## src/ram_pkg.sv

```systemverilog
package ram_pkg;

	// **********************************************************************
	// Geometry of the scratch memory.
	// **********************************************************************

	localparam int addr_w = 8;
	localparam int data_w = 16;
	localparam int num_words = 256;

	// **********************************************************************
	// Channel sizing.
	// **********************************************************************

	// Queue entries, also the requester's credits after reset.
	localparam int req_depth = 4;

	// Response credits held by the sequencer after reset.
	localparam int rsp_credits = 2;

	// Derived widths for pointers and counters.
	localparam int req_ptr_w = $clog2(req_depth);
	localparam int req_cnt_w = $clog2(req_depth + 1);
	localparam int rsp_cnt_w = $clog2(rsp_credits + 1);

	// **********************************************************************
	// Request and response formats.
	// **********************************************************************

	typedef enum logic {
		op_read  = 1'b0,
		op_write = 1'b1
	} ram_op_e;

	// Data words follow the RAM numbering, bit 0 is the MSB.
	typedef struct packed {
		ram_op_e             op;
		logic [addr_w-1:0]   addr;
		logic [0:data_w-1]   wdata;
	} ram_req_t;

	typedef struct packed {
		logic [addr_w-1:0]   addr;
		logic [0:data_w-1]   rdata;
	} ram_rsp_t;

endpackage

```

## src/sram_256x16.sv

```systemverilog
module sram_256x16 (
	input  logic                        sys_clk,
	input  logic                        rst_n,
	input  logic                        cen,
	input  logic                        rw,
	input  logic [0:ram_pkg::addr_w-1]  a,
	input  logic [0:ram_pkg::data_w-1]  z_in,
	output logic [0:ram_pkg::data_w-1]  z_out,
	output logic [0:ram_pkg::data_w-1]  z_oe
);

	logic [ram_pkg::data_w-1:0]  ram_blk [ram_pkg::num_words];
	logic [ram_pkg::addr_w-1:0]  a_r;
	logic [ram_pkg::data_w-1:0]  z_in_r;
	logic [ram_pkg::data_w-1:0]  z_out_r;

	// Big-endian pins to little-endian internals and back.
	always_comb begin
		for (int i = 0; i < ram_pkg::addr_w; i++) begin
			a_r[ram_pkg::addr_w-1-i] = a[i];
		end
		for (int i = 0; i < ram_pkg::data_w; i++) begin
			z_in_r[ram_pkg::data_w-1-i] = z_in[i];
			z_out[i] = z_out_r[ram_pkg::data_w-1-i];
		end
	end

	// Powers up cleared.
	initial begin
		for (int i = 0; i < ram_pkg::num_words; i++) begin
			ram_blk[i] = '0;
		end
	end

	// Write-first, a read colliding with a write sees the new word.
	always_ff @(posedge sys_clk) begin
		if (!cen) begin
			if (!rw) begin
				ram_blk[a_r] <= z_in_r;
				z_out_r      <= z_in_r;
			end else begin
				z_out_r      <= ram_blk[a_r];
			end
		end
	end

	// Output enable for one cycle after each read.
	always_ff @(posedge sys_clk) begin
		if (!rst_n) begin
			z_oe <= '0;
		end else begin
			z_oe <= (!cen && rw) ? '1 : '0;
		end
	end

	a_addr_known: assert property (
		@(posedge sys_clk) disable iff (!rst_n)
		!cen |-> !$isunknown(a)
	) else $error("sram_256x16: unknown address on an enabled cycle");

endmodule

```

## config.mk

```make
export PLATFORM = sky130hd
export DESIGN_NAME = sram_256x16
export DESIGN_NICKNAME = d
export VERILOG_FILES = /design/src/ram_pkg.sv /design/src/sram_256x16.sv
export SDC_FILE = /design/constraint.sdc
export NUM_CORES = 2
export LEC_CHECK = 0
export BUFFER_PORTS_ARGS = -buffer_cell sky130_fd_sc_hd__buf_2
export CAP_MARGIN = 20
export CORE_MARGIN = 8
export CORE_UTILIZATION = 25
export DETAILED_ROUTE_END_ITERATION = 10
export PLACE_DENSITY = 0.39
export SLEW_MARGIN = 20
export SYNTH_ARGS = -nofsm -noshare
export SYNTH_HDL_FRONTEND = slang
export SYNTH_SLANG_ARGS = --single-unit
export TNS_END_PERCENT = 5
```

## constraint.sdc

```tcl
create_clock -name sys_clk -period 6.38 [get_ports sys_clk]
set_input_delay 0.319 -clock sys_clk [delete_from_list [all_inputs] [get_ports sys_clk]]
set_output_delay 0.319 -clock sys_clk [all_outputs]
set_load 0.02 [all_outputs]
```

==> results.json <==
{
  "worstSkewPairLatency_ns": 1.07,
  "grt_max_degree": 178,
  "grt_pass1_wl_um": 707000,
  "synth_most_common_cell": "edfxtp_1",
  "r2r_slack_ns": 2.79,
  "leakage_nw": 56.8,
  "yosysTopAreaCell": "edfxtp_1",
  "critPathRequiredTime_ns": 7.17,
  "finalHoldViolations": 0,
  "cts_setup_buffers": 0,
  "crit_path_start_kind": "primary input",
  "yosysWarnings": 0,
  "overflow": 0,
  "netlist_instances": 7064,
  "syn_area_um2": 158000,
  "post-route-util_pct": 29.5,
  "grt_use_total_pct": 15.4,
  "rsz0062_at_grt": "false",
  "die_h_um": 812,
  "worst_pin_slew_ns": 1.23,
  "io_pins": 60,
  "fill_cells": 61200,
  "p_per_area_nw_per_um2": 313,
  "num_rows": 292,
  "cts-htree-levels": 5,
  "period_share_pct": 60.1,
  "grt_pass1_vias": 79100,
  "ir_worst_vdd_v": 0.000241,
  "clock_skew_ns": 0.0863,
  "cts_buffers": 445,
  "clockBufferDepth": 4,
  "synth_cell_type_count": 67,
  "routed_wl_um": 523000,
  "num-nets-final": 7593,
  "maxCapViolations": 0,
  "setup_tns_ns": 0,
  "final_layout_size_suffix_gt1_share_pct": 29.8,
  "slew_violations": 0,
  "viasPerCell": 4.71,
  "holdCritStartpoint": "z_in[10]",
  "start_util_pct": 25.1,
  "r2r_end": "z_out[8]$_DFFE_PN_",
  "root_buffer": "clkbuf_16",
  "wl_per_cell_um": 32.0,
  "port_buffers": 59,
  "avgSynthCellArea_um2": 22.4,
  "async_flop_share_pct": 0,
  "min_path_type": "in2reg",
  "vias": 76900,
  "synth_edf_count": 4112,
  "yosysTopAreaCellShare_pct": 78.0,
  "yosys-top-cells-count": "edfxtp_1 (4112), mux4_2 (1001), nor2_1 (301)",
  "antenna_found_initial": 58,
  "fp.dieW_um": 812,
  "clkTransAtPathRegs_ns": 0.06,
  "gp_congestion": 0.795,
  "hold_path_depth": 2,
  "critPathMaxFanout": 68,
  "die_area_um2": 659000,
  "r2r_cells": 6,
  "fin_crit_ns": 3.83,
  "timing.rr.start": "ram_blk[223][7]$_DFFE_PP_",
  "cts_tree": "yes",
  "ys_ff_latch": 4113,
  "cts.sinks": 4113,
  "ant_nets": 0,
  "drt_pass1_iterations": 5,
  "outcome": "finished clean",
  "setup_viol": 0,
  "yosysSeqAreaShare_pct": 78.0,
  "syn_nets": 7092,
  "endpoint_kind": "flop",
  "synth_area_leaders": "edfxtp_1 (78%), mux4_2 (14%), mux2i_1 (1.9%), nor2_1 (0.71%), nand2_1 (0.52%)",
  "core_um2": 632000,
  "drc_errors": 0,
  "drt-initial-drc-count": 8042,
  "hold_end": "ram_blk[105][5]$_DFFE_PP_",
  "crit_type": "in2reg",
  "area_growth_pct": 17.5,
  "hpwl_um": 321000,
  "timing.fmax_mhz": 261,
  "synth_ff_type": "edfxtp_1",
  "slew_headroom_pct": 15.4,
  "cp.arrival_ns": 4.63
}
## logic make-up after synthesis
group           after synthesis  share of synthesized area (%)
compound gates              490                           2.18
buf+inv                     432                           1.52
flops                      4113                           78.0
mux                        1346                           16.5
simple gates                683                           1.86
## critical path, stage by stage
cell	delay [ns]
buf_12	0.54
buf_4	0.63
nand3b_1	0.77
buf_4	0.49
o22ai_1	0.65
o41ai_1	0.18
o21ai_0	0.30
nor3_1	0.21
o32a_1	0.33
## where the power goes
| part | internal (mW) | switching (mW) |
|---|---|---|
| Sequential | 29.8 | 0.0500 |
| Clock | 14.3 | 11.0 |
| Combinational | 0.946 | 2.13 |
| Total | 45.1 | 13.2 |
## flip-flops by register name (all words and copies together), names as in the netlist
name / flops
z_oe: 1
z_out: 16
ram_blk: 4096
## how the worst max path moves through the flow
stage	start	end	slack, ns	depth (start not counted)
4_1_cts	a[7]	z_out[3]$_DFFE_PN_	2.56	9
2_1_floorplan	a[4]	ram_blk[152][0]$_DFFE_PP_	3.11	7
3_3_place_gp	a[7]	z_out[8]$_DFFE_PN_	1.15	9
6_report	a[7]	z_out[5]$_DFFE_PN_	2.55	9
5_1_grt	a[7]	z_out[3]$_DFFE_PN_	2.28	9
3_5_place_dp	a[7]	z_out[3]$_DFFE_PN_	1.42	9
## metal layers
layer | vias up | wire length (um) | track usage (%)
met5 | - | 138 | 0
met4 | 20 | 14300 | 4.04
met3 | 599 | 31800 | 2.93
met2 | 2497 | 246000 | 24.8
met1 | 42800 | 231000 | 21.3
li1 | 31000 | - | -
## area by class of cell
class / count / area, um2 / share of cell area, %
inverters: 7 / 32.5 / 0.0175
clock buffers: 543 / 11500 / 6.20
diodes: 20 / 50.0 / 0.0269
well taps: 8379 / 10500 / 5.63
clock inverters: 268 / 2650 / 1.42
flip-flops and latches: 4113 / 123000 / 66.3
multi-input cells: 2519 / 33600 / 18.1
repair buffers: 479 / 4290 / 2.30
## repair_timing
item | in CTS | in global routing
gates resized for setup | 0 | 0
hold endpoints to repair | 1133 | 0
hold buffers | 23 | 0
## through the flow
stage | setup slack (ns) | hold slack, ns | total power, mW | instances | cell area [um2]
6_report | 2.55 | 0.317 | 58.2 | 16300 | 186000
5_1_grt | 2.28 | 0.304 | 59.9 | 16300 | 186000
4_1_cts | 2.56 | 0.225 | 58.9 | 16300 | 186000
2_1_floorplan | 3.11 | 0.418 | 31.8 | 7064 | 158000
3_3_place_gp | 1.15 | 0.646 | 33.5 | 15500 | 171000
3_5_place_dp | 1.42 | 0.648 | 33.5 | 15500 | 172000
## cell usage in the layout (no fill, tap or decap), drive strengths merged, types with 12 or more instances in the layout
| cell | instances |
|---|---|
| dlygate4sd3 | 23 |
| buf | 456 |
| a21oi | 95 |
| nor3 | 17 |
| inv | 12 |
| mux2i | 299 |
| nand2 | 221 |
| o22ai | 62 |
| edfxtp | 4112 |
| nand3 | 46 |
| o211ai | 14 |
| bufinv | 36 |
| o221ai | 25 |
| o21ai | 44 |
| nor2b | 19 |
| a32oi | 21 |
| clkinv | 217 |
| nor2 | 301 |
| mux2 | 44 |
| a22oi | 104 |
| a221oi | 33 |
| diode | 20 |
| mux4 | 1003 |
| clkbuf | 543 |
No activity file was read; power rests on OpenSTA's default activity.
