`config.mk`:
```
export PLATFORM = sky130hd
export DESIGN_NAME = access_sequencer
export DESIGN_NICKNAME = d
export VERILOG_FILES = /design/src/ram_pkg.sv /design/src/access_sequencer.sv
export SDC_FILE = /design/constraint.sdc
export NUM_CORES = 1
export LEC_CHECK = 0
export BUFFER_PORTS_ARGS = -buffer_cell sky130_fd_sc_hd__buf_2
export CAP_MARGIN = 10
export CORE_AREA = 2 2 55 57
export CTS_BUF_LIST = sky130_fd_sc_hd__clkbuf_2
export CTS_CLUSTER_DIAMETER = 50
export DETAILED_ROUTE_END_ITERATION = 8
export DIE_AREA = 0 0 57 59
export PLACE_DENSITY = 0.77
export SLEW_MARGIN = 20
export SYNTH_ARGS = -nofsm -noshare
export SYNTH_HDL_FRONTEND = slang
export SYNTH_SLANG_ARGS = --single-unit
```
`constraint.sdc`:
```
create_clock -name sys_clk -period 1.85 [get_ports sys_clk]
set_input_delay 0.0925 -clock sys_clk [delete_from_list [all_inputs] [get_ports sys_clk]]
set_output_delay 0.0925 -clock sys_clk [all_outputs]
set_load 0.01 [all_outputs]
```
`src/ram_pkg.sv`:
```
package ram_pkg;

	// **********************************************************************
	// Geometry of the scratch memory.
	// **********************************************************************

	localparam int addr_w = 8;
	localparam int data_w = 16;
	localparam int num_words = 256;

	// **********************************************************************
	// Channel sizing.
	// **********************************************************************

	// Queue entries, also the requester's credits after reset.
	localparam int req_depth = 4;

	// Response credits held by the sequencer after reset.
	localparam int rsp_credits = 2;

	// Derived widths for pointers and counters.
	localparam int req_ptr_w = $clog2(req_depth);
	localparam int req_cnt_w = $clog2(req_depth + 1);
	localparam int rsp_cnt_w = $clog2(rsp_credits + 1);

	// **********************************************************************
	// Request and response formats.
	// **********************************************************************

	typedef enum logic {
		op_read  = 1'b0,
		op_write = 1'b1
	} ram_op_e;

	// Data words follow the RAM numbering, bit 0 is the MSB.
	typedef struct packed {
		ram_op_e             op;
		logic [addr_w-1:0]   addr;
		logic [0:data_w-1]   wdata;
	} ram_req_t;

	typedef struct packed {
		logic [addr_w-1:0]   addr;
		logic [0:data_w-1]   rdata;
	} ram_rsp_t;

endpackage

```
`src/access_sequencer.sv`:
```
module access_sequencer (
	input  logic                        sys_clk,
	input  logic                        rst_n,
	input  logic                        q_valid,
	input  ram_pkg::ram_req_t           q_head,
	input  logic [0:ram_pkg::data_w-1]  z_out,
	input  logic [0:ram_pkg::data_w-1]  z_oe,
	input  logic                        rsp_credit,
	output logic                        q_pop,
	output logic                        cen,
	output logic                        rw,
	output logic [0:ram_pkg::addr_w-1]  a,
	output logic [0:ram_pkg::data_w-1]  z_in,
	output logic                        rsp_valid,
	output ram_pkg::ram_rsp_t           rsp
);

	logic [ram_pkg::rsp_cnt_w-1:0]  credit_cnt;
	logic [ram_pkg::addr_w-1:0]     rd_addr;
	logic                           is_read;
	logic                           have_credit;
	logic                           issue_read;

	// **********************************************************************
	// Pop decision.
	// **********************************************************************

	// Writes never wait.
	// A read needs a response credit, spent at issue time.
	always_comb begin
		is_read     = (q_head.op == ram_pkg::op_read);
		have_credit = (credit_cnt != '0);
		q_pop       = q_valid && (!is_read || have_credit);
		issue_read  = q_pop && is_read;
	end

	// **********************************************************************
	// RAM pins.
	// **********************************************************************

	// One RAM cycle per pop, driven straight from the queue head.
	assign cen  = !q_pop;
	assign rw   = is_read;
	assign a    = q_head.addr;
	assign z_in = q_head.wdata;

	// **********************************************************************
	// Read tracking and response.
	// **********************************************************************

	// Address of the read now in the RAM pipeline.
	// Only one read can be in flight, since its data returns next cycle.
	always_ff @(posedge sys_clk) begin
		if (issue_read) begin
			rd_addr <= q_head.addr;
		end
	end

	// Output enable from the RAM marks the cycle the read word is valid.
	assign rsp_valid = &z_oe;

	always_comb begin
		rsp.addr  = rd_addr;
		rsp.rdata = z_out;
	end

	// **********************************************************************
	// Response credits.
	// **********************************************************************

	always_ff @(posedge sys_clk) begin
		if (!rst_n) begin
			credit_cnt <= ram_pkg::rsp_cnt_w'(ram_pkg::rsp_credits);
		end else begin
			case ({issue_read, rsp_credit})
				2'b10:   credit_cnt <= credit_cnt - 1'b1;
				2'b01:   credit_cnt <= credit_cnt + 1'b1;
				default: credit_cnt <= credit_cnt;
			endcase
		end
	end

	// The consumer may never hand back more credits than it was given.
	a_credit_bound: assert property (
		@(posedge sys_clk) disable iff (!rst_n)
		credit_cnt <= ram_pkg::rsp_cnt_w'(ram_pkg::rsp_credits)
	) else $error("access_sequencer: response credits above %0d", ram_pkg::rsp_credits);

endmodule

```
==> impl_results.md <==
* Area Overhead vs Synth at 13.7%
* Critical Path RT at a little over 2000 ps
* Clock Skews at 1.60 ps
* Leak at roughly 0.38 nW
* WL/cell at 12.1 µm
* Critical R2R Launch: credit_cnt[0]$_SDFFE_PN0P_
* Most Crowded Layer GR: met2
* Slew HR at 0.820
* Final Wtd Congestion at slightly above 0.6
* Hold path start: z_out[5]
* Final setup vio count at 0
* P per Cell Area at roughly 640 nW/µm²
* Final non-filler cell total at 120
* Die Span X at approximately 57 µm
* Maximum VDD drop at approximately 0.00033 V
* Depth of the most critical reg-to-reg path at 6
* Num CTS Buffers at 3
* Initial core utilization at 0.255
* Core Area at approximately 2700 µm²
* H-tree levels at 1
* Clk sinks at 10
* # placed instances at ~110
* Hold Crit Class: in2out
* 1st-pass router iterations at 2
* Cell taking the most area after synthesis: buf_4
* Number of synthesized flops with an enable pin at 8
* Post-synthesis sequential area ratio at 0.405
* Run status: finished, final reports clean
* Worst-path fanout max at 3
* Commonest cells in the netlist: buf_4 (40), edfxtp_1 (8), nand4_1 (4), inv_1 (3), dfxtp_1 (2)
* CP endpoint kind: register
* WL final at between 1000 and 1500 µm
* Post-route ant nets at 0
* Synth warn at 0
* DR DRC count at 0
* Top Ports at approximately 110
* CTS Root Buffer Type: clkbuf_2
* Hold Crit Depth at 0
* CTS tree: yes
* Final Max Slew Viols at 0
* Synthesis-stage register bit count at 10
* Final Power at between 0.5 and 0.6 mW
* Grt met1 use at 0.0678
* Clock transition at the registers of the reported paths at about 100 ps
* Library cells used by synthesis at 15
* # diodes at 0
* Initial DRC Count at 4
* Min Clock Period, post-route at between 1500 and 2000 ps
* WP data arrival at 1810 ps
* Largest net degree at the start of global routing at 9
* Slowest-stage cell, CP: or3_1
* Gr ovfl total at 0
* Setup TNS at 0 ps
* Ys async rst share at 0
* Critical Path Max Stage Delay at 390 ps
* GR Layer Usage met2 at 0.117
* Worst Setup SP: credit_cnt[0]$_SDFFE_PN0P_
* Port Buffers at 48
* Fmax at 621 MHz
* DP Wirelength at ~1100 µm
* Antenna violations before repair at 0
* Top FF cell, synth: edfxtp_1
* Nets at 152
* Post-CTS setup buffer count at 0
* Vias per inst at 4.09
* Crit path kind: reg2reg
* Top-area cell type share of the netlist area at 0.434
* Clock latency on the worst-skew pair at between 200 and 250 ps
* Grt met3 use at 0.0502
* Worst setup SP type: register
* Reg-to-reg endpoint: credit_cnt[1]$_SDFFE_PN1P_
* Dpl cell area at slightly below 700 µm²
* Die Ht at approximately 60 µm
* Post-route cell area at between 700 and 800 µm²
* Synthesized area at ~690 µm²
* Final Hold Fails at 0
* Fin crit share at 0.870
* GRT Total Usage at 0.0765
* Syn Area/Cell at roughly 10 µm²
* Vias in the first global route at about 440
* Post-Synthesis Cells at 67
* First-pass GRT wire length at around 1900 µm
* Share of cells above drive strength 1 at 0.596
* Hold EP: rsp[10]
* Clock Tree Buf Depth at 2
* Num rows at 19
* Vias at 491
* Die Area at 3360 µm²
* Largest cells by area after synthesis: buf_4 (43%), edfxtp_1 (35%), dfxtp_1 (5.8%), nand4_1 (3.6%), ha_1 (1.8%)
* Crit-path cells: o31ai_2, nor2_1, inv_1, ha_1, or3_1, nand3_1
* Unrepaired setup endpoints after global routing: no
* Layout Utilization at 0.290
* Syn Nets at 129
* Actual slew at the worst max-slew pin at approximately 270 ps
* Count leader, synth: buf_4
* Max-cap violations at 0
* R2R setup slack at between 200 and 250 ps
==> cells in the final DEF, fill, tap and decap left out, drive strengths merged, types with 2 or more instances in the layout <==
cell type	count
inv	3
nand4	4
clkbuf	3
buf	49
dlygate4sd3	9
edfxtp	8
dfxtp	2
==> flip-flops by register name, summed over array words and instances, names as in the netlist <==
register	cells
rd_addr	8
credit_cnt	2
==> what timing repair did <==
item | 4_1_cts | 5_1_grt
hold buffers | 0 | 9
resized for setup | 0 | 0
endpoints found under the hold margin | 0 | 9
==> through the flow <==
stage | hold slack (ps) | setup slack [ps]
floorplan | 164 | 35.4
global placement | 185 | 359
detailed placement | 185 | 241
CTS | 5.72 | 212
global route | 185 | 132
finish | 185 | 240
==> routing by layer <==
metal / part of all wire / vias to the layer above
met5: 0 / -
met4: 0.029 / 0
met3: 0.15 / 8
met2: 0.54 / 47
met1: 0.28 / 211
li1: - / 225
==> worst max-delay path by stage <==
stage | slack [ps] | endpoint
final | 240 | credit_cnt[1]$_SDFFE_PN1P_
after global routing | 130 | credit_cnt[1]$_SDFFE_PN1P_
after CTS | 210 | credit_cnt[1]$_SDFFE_PN1P_
after detailed placement | 240 | credit_cnt[1]$_SDFFE_PN1P_
after global placement | 360 | credit_cnt[1]$_SDFFE_PN1P_
after floorplan | 40 | credit_cnt[1]$_SDFFE_PN1P_
==> kinds of logic after synthesis <==
kind of cell    count (synthesis)  share of synthesized area
simple gates                    9                     0.0759
xor+xnor                        2                     0.0253
buf+inv                        43                      0.450
fa+ha+maj                       1                     0.0181
compound gates                  2                     0.0253
flops                          10                      0.405
==> critical path: cells and delay by family, from the launching register on <==
| family | cells | cell delay [ps] |
|---|---|---|
| AO/OA/AOI/OAI | 1 | 320 |
| adder cells (fa/ha/maj) | 1 | 250 |
| buffers and inverters | 1 | 60 |
| flip-flops | 1 | 360 |
| AND/OR/NAND/NOR | 3 | 570 |
==> area by class of cell <==
type	instances	area, µm²
fillers	299	1920
repair buffers	58	338
flip-flops and latches	10	280
multi-input cells	14	100
well taps	31	38.8
clock buffers	3	15.0
inverters	3	11.3
clock inverters	1	3.75
==> power breakdown <==
group	switching [mW]	internal (mW)	total, mW
Clock	0.0743	0.0470	0.121
Combinational	0.0507	0.0652	0.116
Sequential	0.00954	0.261	0.270
Total	0.135	0.373	0.507
Note: power is estimated with default switching activity, not from simulation.
