<file path="src/ram_pkg.sv">
package ram_pkg;

	// **********************************************************************
	// Geometry of the scratch memory.
	// **********************************************************************

	localparam int addr_w = 8;
	localparam int data_w = 16;
	localparam int num_words = 256;

	// **********************************************************************
	// Channel sizing.
	// **********************************************************************

	// Queue entries, also the requester's credits after reset.
	localparam int req_depth = 4;

	// Response credits held by the sequencer after reset.
	localparam int rsp_credits = 2;

	// Derived widths for pointers and counters.
	localparam int req_ptr_w = $clog2(req_depth);
	localparam int req_cnt_w = $clog2(req_depth + 1);
	localparam int rsp_cnt_w = $clog2(rsp_credits + 1);

	// **********************************************************************
	// Request and response formats.
	// **********************************************************************

	typedef enum logic {
		op_read  = 1'b0,
		op_write = 1'b1
	} ram_op_e;

	// Data words follow the RAM numbering, bit 0 is the MSB.
	typedef struct packed {
		ram_op_e             op;
		logic [addr_w-1:0]   addr;
		logic [0:data_w-1]   wdata;
	} ram_req_t;

	typedef struct packed {
		logic [addr_w-1:0]   addr;
		logic [0:data_w-1]   rdata;
	} ram_rsp_t;

endpackage

</file>
<file path="src/req_queue.sv">
module req_queue (
	input  logic               sys_clk,
	input  logic               rst_n,
	input  logic               req_valid,
	input  ram_pkg::ram_req_t  req,
	input  logic               q_pop,
	output logic               req_credit,
	output logic               q_valid,
	output ram_pkg::ram_req_t  q_head
);

	ram_pkg::ram_req_t                entries [ram_pkg::req_depth];
	logic [ram_pkg::req_ptr_w-1:0]    wr_ptr;
	logic [ram_pkg::req_ptr_w-1:0]    rd_ptr;
	logic [ram_pkg::req_cnt_w-1:0]    count;
	logic                             full;

	// **********************************************************************
	// Storage and pointers.
	// **********************************************************************

	// Entry payload, no reset needed.
	always_ff @(posedge sys_clk) begin
		if (req_valid) begin
			entries[wr_ptr] <= req;
		end
	end

	// Depth is a power of two, pointers wrap on their own.
	always_ff @(posedge sys_clk) begin
		if (!rst_n) begin
			wr_ptr <= '0;
			rd_ptr <= '0;
		end else begin
			if (req_valid) begin
				wr_ptr <= wr_ptr + 1'b1;
			end
			if (q_pop) begin
				rd_ptr <= rd_ptr + 1'b1;
			end
		end
	end

	// Occupancy.
	always_ff @(posedge sys_clk) begin
		if (!rst_n) begin
			count <= '0;
		end else begin
			case ({req_valid, q_pop})
				2'b10:   count <= count + 1'b1;
				2'b01:   count <= count - 1'b1;
				default: count <= count;
			endcase
		end
	end

	// One credit back to the requester per pop, a cycle later.
	always_ff @(posedge sys_clk) begin
		if (!rst_n) begin
			req_credit <= 1'b0;
		end else begin
			req_credit <= q_pop;
		end
	end

	assign full    = (count == ram_pkg::req_cnt_w'(ram_pkg::req_depth));
	assign q_valid = (count != '0);
	assign q_head  = entries[rd_ptr];

	// A push into a full queue means the requester spent a credit it never had.
	a_no_overflow: assert property (
		@(posedge sys_clk) disable iff (!rst_n)
		req_valid |-> !full
	) else $error("req_queue: push while full, credit protocol violated");

endmodule

</file>
<file path="config.mk">
export PLATFORM = sky130hd
export DESIGN_NAME = req_queue
export DESIGN_NICKNAME = d
export VERILOG_FILES = /design/src/ram_pkg.sv /design/src/req_queue.sv
export SDC_FILE = /design/constraint.sdc
export NUM_CORES = 1
export LEC_CHECK = 0
export BUFFER_PORTS_ARGS = -buffer_cell sky130_fd_sc_hd__buf_2
export CAP_MARGIN = 20
export CORE_AREA = 4 4 103 105
export DETAILED_ROUTE_END_ITERATION = 10
export DIE_AREA = 0 0 107 109
export HOLD_SLACK_MARGIN = 0.12
export PLACE_DENSITY = 0.58
export SETUP_SLACK_MARGIN = 0.5
export SLEW_MARGIN = 40
export SYNTH_ARGS = -nofsm -noshare
export SYNTH_HDL_FRONTEND = slang
export SYNTH_SLANG_ARGS = --single-unit
</file>
<file path="constraint.sdc">
create_clock -name sys_clk -period 2.1 [get_ports sys_clk]
set_input_delay 0.21 -clock sys_clk [delete_from_list [all_inputs] [get_ports sys_clk]]
set_output_delay 0.21 -clock sys_clk [all_outputs]
set_load 0.01 [all_outputs]
</file>
==> flow_metrics.env, run 1 <==
export IMPL_synthCells=174
export IMPL_grt_pass1_vias=2159
export IMPL_grt_first_pass_wirelength_um=11100
export IMPL_fillers=776
export IMPL_finalInstanceArea_sq_um=5170
export IMPL_worst_r2r_cell_count=4
export IMPL_yosysTopAreaCell="edfxtp_1"
export IMPL_clock_latency_ps=350
export IMPL_multi_input_area_sq_um=813
export IMPL_drt_antenna_violating_nets=0
export IMPL_netlist_area_sq_um=4110
export IMPL_reg2reg_from="count[0]"
export IMPL_cts_tree="done"
export IMPL_io_buffers=55
export IMPL_postSynthAreaPerCell_sq_um=23.6
export IMPL_drv_slew=0
export IMPL_end_kind="output port"
export IMPL_yosys_top_cells_area="edfxtp_1 (73%), mux4_2 (11%), dfxtp_1 (4.9%), mux4_1 (3.2%), and2_1 (1.5%)"
export IMPL_drt_total_wl_um=6950
export IMPL_ioPinCount=56
export IMPL_cts_sinks=110
export IMPL_final_layout_size_suffix_gt1_share_pct=39.2
export IMPL_path_max_fanout=7
export IMPL_ys_ff_latch=110
export IMPL_slew_limit_headroom_pct=72.7
export IMPL_antenna_found_initial=0
export IMPL_root_buffer="clkbuf_8"
export IMPL_drc=0
export IMPL_regArea_sq_um=3210
export IMPL_hold_depth=2
export IMPL_rows=36
export IMPL_async_flop_share_pct=0
export IMPL_die_height_um=109
export IMPL_vdd_drop_max_mv=0.341
export IMPL_hp_class="in -> reg"
export IMPL_fin_worst_skew_ps=9.47
export IMPL_min_period_ps=1860
export IMPL_crit_reg2reg_capture="count[2]"
export IMPL_endpoint="q_head[20]"
export IMPL_worst_path_max_delay_cell="mux4_2"
export IMPL_maxCapViolCount=0
export IMPL_grt_usage_pct=12.8
export IMPL_cts_buffer_depth=2
export IMPL_dp_slack_ps=382
export IMPL_critical_path_class="reg -> out"
export IMPL_yosysUniqueCellTypes=20
export IMPL_post_drt_wl_per_cell_um=16.9
export IMPL_p_leak_nw=1.79
export IMPL_overflow=0
export IMPL_drt_pass1_iterations=4
export IMPL_yosys_warnings=0
export IMPL_place_area_sq_um=4560
export IMPL_required_ps=1890
export IMPL_n_antenna_cell=0
export IMPL_path_cells="buf_4 > buf_6 > mux4_2 > buf_2"
export IMPL_start_util_pct=42.7
export IMPL_setup_viol=0
export IMPL_htree_levels=3
export IMPL_seq_area_frac_synth_pct=77.9
export IMPL_setup_ws_ps=239
export IMPL_die_width_um=107
export IMPL_die_area_sq_um=11700
export IMPL_vias_per_cell=4.72
export IMPL_synth_common_cells="edfxtp_1 (100), mux4_2 (20), and2_1 (10), dfxtp_1 (10)"
export IMPL_area_growth_syn_to_layout_pct=25.8
export IMPL_clk_pin_slew_ps=90
export IMPL_drtIter0Drc=59
export IMPL_status="completed"
export IMPL_cpPeakStageDelay_ps=480
export IMPL_start_kind="register"
export IMPL_core_area_sq_um=9640
export IMPL_place_gp_congestion=0.741
export IMPL_fin_setup_tns_ps=0
export IMPL_period_share_pct=88.6
export IMPL_synthFlopType="edfxtp_1"
export IMPL_synth_top_area_share_pct=73.0
export IMPL_synth_edf_count=100
export IMPL_cts_buffers=9
export IMPL_r2r_slack_ps=650
export IMPL_via_count=1941
export IMPL_hpwl_um=4010
export IMPL_arrival_ps=1650
export IMPL_placed_cells=364
export IMPL_worstMarginPinSlew_ps=409
export IMPL_final_nets=308
export IMPL_hold_viol_final=0
export IMPL_power_per_cell_area_nw_per_um2=833
export IMPL_grt_start_max_net_pins=26
export IMPL_synth_most_common_cell="edfxtp_1"
export IMPL_max_freq_mhz=537
export IMPL_grt_setup_unrepaired="yes"
export IMPL_synth_nets=209
export IMPL_fin_cells=411
-- worst max-delay path: cells and delay by family, from the launching register on --
family / cells / cell delay [ps]
flops: 1 / 450
buf+inv: 3 / 370
mux: 1 / 480
-- routing by layer --
metal | vias up | track usage, % | share of wire (%)
met2 | 36 | 22.3 | 51
met3 | 9 | 2.61 | 3.2
met5 | - | 0 | 0
li1 | 906 | - | -
met4 | 0 | 5.48 | 1.4
met1 | 990 | 15.8 | 44
-- where the power goes --
group          total [W]  leakage [nW]  internal, W  switching (W)
clock network    0.00116        0.0852     0.000501       0.000654
registers        0.00254          1.00      0.00250      0.0000403
logic           0.000612         0.707     0.000347       0.000264
-- timing repair --
| item | in CTS | in global routing |
|---|---|---|
| hold buffers | 26 | 0 |
| hold endpoints to repair | 101 | 0 |
| buffers inserted | 4 | 0 |
| setup endpoints to repair | 25 | 25 |
| cloned | 0 | 1 |
| gates resized for setup | 16 | 11 |
-- area by class of cell --
cell class | count | share of cell area (%)
clock buffers | 12 | 3.00
flip-flops and latches | 110 | 62.0
well taps | 133 | 3.22
inverters | 3 | 0.218
repair buffers | 94 | 15.3
clock inverters | 4 | 0.605
multi-input cells | 55 | 15.7
-- stage by stage --
step | utilization (%) | hold WS, ps | total power, W
floorplan | - | 309 | 0.00289
detailed placement | 47.3 | 428 | 0.00308
CTS | 52.7 | 157 | 0.00432
finish | 53.7 | 174 | 0.00431
global route | 53.7 | 163 | 0.00451
global placement | 47.3 | 424 | 0.00307
-- kinds of logic after synthesis --
group	Yosys count	synth area share (%)
DFF	110	77.9
AOI/OAI and AO/OA	2	0.304
and+or+nand+nor	15	2.22
buffers and inverters	9	1.89
adders and majority gates	6	2.01
xor gates and xnor gates	5	1.06
muxes	27	14.6
-- state kept, by name (all words and copies together) (netlist names), named ones only --
register	count
entries	100
wr_ptr	2
count	3
req_credit	1
rd_ptr	2
-- worst min path at each step --
stage | end | slack, ps | start
floorplan | entries[0][0] | 310 | req[0]
global placement | entries[3][23] | 420 | req[23]
detailed placement | entries[2][22] | 430 | req[22]
CTS | count[2] | 160 | rst_n
global route | count[2] | 160 | rst_n
finish | wr_ptr[0] | 170 | rst_n
-- cell usage in the layout, fill, tap and decap left out, drive strengths merged, types with 2 or more instances in the layout --
cell,Yosys,layout
inv,3,4
buf,5,67
xor2,2,2
mux2i,2,2
dfxtp,10,10
edfxtp,100,100
and2,10,10
xnor2,3,3
or3,2,2
mux4,25,25
dlygate4sd3,0,26
ha,5,5
clkbuf,1,13
clkinvlp,0,3
nor2b,2,2
No activity file was read; power rests on OpenSTA's default activity.
==> run 2: changes to the inputs <==
==> constraint.sdc (replaced) <==
create_clock -name sys_clk -period 2.1 [get_ports sys_clk]
set_input_delay 0.21 -clock sys_clk [delete_from_list [all_inputs] [get_ports sys_clk]]
set_output_delay 0.21 -clock sys_clk [all_outputs]
set_load 0.02 [all_outputs]
==> flow_metrics.env, run 2 (same netlist as run 1, synthesis figures left out) <==
export IMPL_hp_class="in -> reg"
export IMPL_drt_antenna_violating_nets=0
export IMPL_required_ps=1890
export IMPL_ioPinCount=56
export IMPL_grt_setup_unrepaired="yes"
export IMPL_antenna_found_initial=0
export IMPL_drc=0
export IMPL_overflow=0
export IMPL_clock_latency_ps=350
export IMPL_cp_top_family="multiplexers"
export IMPL_io_buffers=55
export IMPL_path_max_fanout=6
export IMPL_worstMarginPinSlew_ps=403
export IMPL_reg2reg_from="count[0]"
export IMPL_layout_commonest_cell="edfxtp_1"
export IMPL_worst_path_max_delay_cell="mux4_2"
export IMPL_via_count=1923
export IMPL_cts_tree="done"
export IMPL_largest_register_ffs=100
export IMPL_clk_pin_slew_ps=90
export IMPL_die_width_um=107
export IMPL_setup_viol=0
export IMPL_reg_top3="entries: 100 flops, count: 3 flops"
export IMPL_maxCapViolCount=0
export IMPL_max_freq_mhz=549
export IMPL_regMostFlops="entries"
export IMPL_start_util_pct=42.7
export IMPL_final_nets=304
export IMPL_fin_setup_tns_ps=0
export IMPL_vias_per_cell=4.72
export IMPL_critical_path_class="reg -> out"
export IMPL_grt_first_pass_wirelength_um=11100
export IMPL_drt_pass1_iterations=4
export IMPL_grt_start_max_net_pins=26
export IMPL_min_period_ps=1820
export IMPL_grt_usage_pct=12.9
export IMPL_post_drt_wl_per_cell_um=17.1
export IMPL_root_buffer="clkbuf_8"
export IMPL_multi_input_area_sq_um=813
export IMPL_power_per_cell_area_nw_per_um2=855
export IMPL_p_leak_nw=1.80
export IMPL_die_area_sq_um=11700
export IMPL_place_gp_congestion=0.748
export IMPL_area_growth_syn_to_layout_pct=26.5
export IMPL_hpwl_um=4120
export IMPL_place_area_sq_um=4570
export IMPL_drv_slew=0
export IMPL_hold_viol_final=0
export IMPL_fillers=795
export IMPL_arrival_ps=1610
export IMPL_final_layout_size_suffix_gt1_share_pct=38.0
export IMPL_fin_worst_skew_ps=6.98
export IMPL_die_height_um=109
export IMPL_drtIter0Drc=66
export IMPL_htree_levels=3
export IMPL_cts_buffers=9
export IMPL_cts_buffer_depth=2
export IMPL_grt_pass1_vias=2150
export IMPL_end_kind="output port"
export IMPL_start_kind="register"
export IMPL_n_antenna_cell=0
export IMPL_path_cells="clkbuf_16 > mux4_2 > buf_6"
export IMPL_regArea_sq_um=3210
export IMPL_setup_ws_ps=280
export IMPL_slew_limit_headroom_pct=73.1
export IMPL_finalInstanceArea_sq_um=5200
export IMPL_path_buf_inv=2
export IMPL_cpPeakStageDelay_ps=500
export IMPL_holdCritStartpoint="rst_n"
export IMPL_dp_slack_ps=365
export IMPL_status="completed"
export IMPL_drt_total_wl_um=6950
export IMPL_period_share_pct=86.7
export IMPL_rows=36
export IMPL_core_area_sq_um=9640
export IMPL_cts_sinks=110
export IMPL_vdd_drop_max_mv=0.346
export IMPL_final_cell_mix="edfxtp_1 (100), buf_2 (30), dlygate4sd3_1 (26), mux4_2 (25), buf_6 (25)"
-- run 2: cell count changes in the layout (fill, tap and decap cells not counted), sizes merged --
cell,delta
buf,-4
bufinv,+1
clkbuf,-1
clkinv,+3
clkinvlp,-2
inv,-1
-- run 2: timing repair --
action | in CTS | in global routing
endpoints found under the hold margin | 101 | 0
endpoints found under the setup margin | 25 | 25
resized for setup | 31 | 25
hold buffers | 26 | 0
setup buffers | 1 | 0
gates cloned | 0 | 1
-- run 2: cell type report --
type	instances	area share, %
sequential	110	61.6
timing repair buffer	90	15.7
multi-input combinational	55	15.6
tap	133	3.20
clock buffer	11	2.52
clock inverter	5	1.15
inverter	3	0.216
-- run 2: report_power, final --
part	internal (W)	total (W)	switching, W
clock network	0.000555	0.00121	0.000656
registers	0.00250	0.00254	0.0000391
logic	0.000371	0.000698	0.000328
-- run 2: through the flow --
| stage | total power (W) | instances | hold slack (ps) | util [%] |
|---|---|---|---|---|
| 2_1_floorplan | 0.00295 | 174 | 309 | - |
| 3_3_place_gp | 0.00314 | 363 | 425 | 47.4 |
| 3_5_place_dp | 0.00314 | 363 | 430 | 47.4 |
| 4_1_cts | 0.00446 | 406 | 150 | 52.9 |
| 5_1_grt | 0.00466 | 407 | 168 | 54.0 |
| 6_report | 0.00445 | 407 | 166 | 54.0 |
-- run 2: worst paths after layout --
kind         depth (start not counted)          to  slack, ps
max                                  3   q_head[8]        280
min                                  2  req_credit        170
max reg2reg                          4    count[2]        640
min reg2reg                          2    count[2]        510
-- run 2: routing by layer --
layer | share of wire [%] | wire, um | global-route usage [%]
met1 | 45 | 3160 | 17.0
met2 | 50 | 3460 | 21.0
met3 | 3.0 | 206 | 2.49
met4 | 1.8 | 123 | 5.75
met5 | 0 | 0 | 0
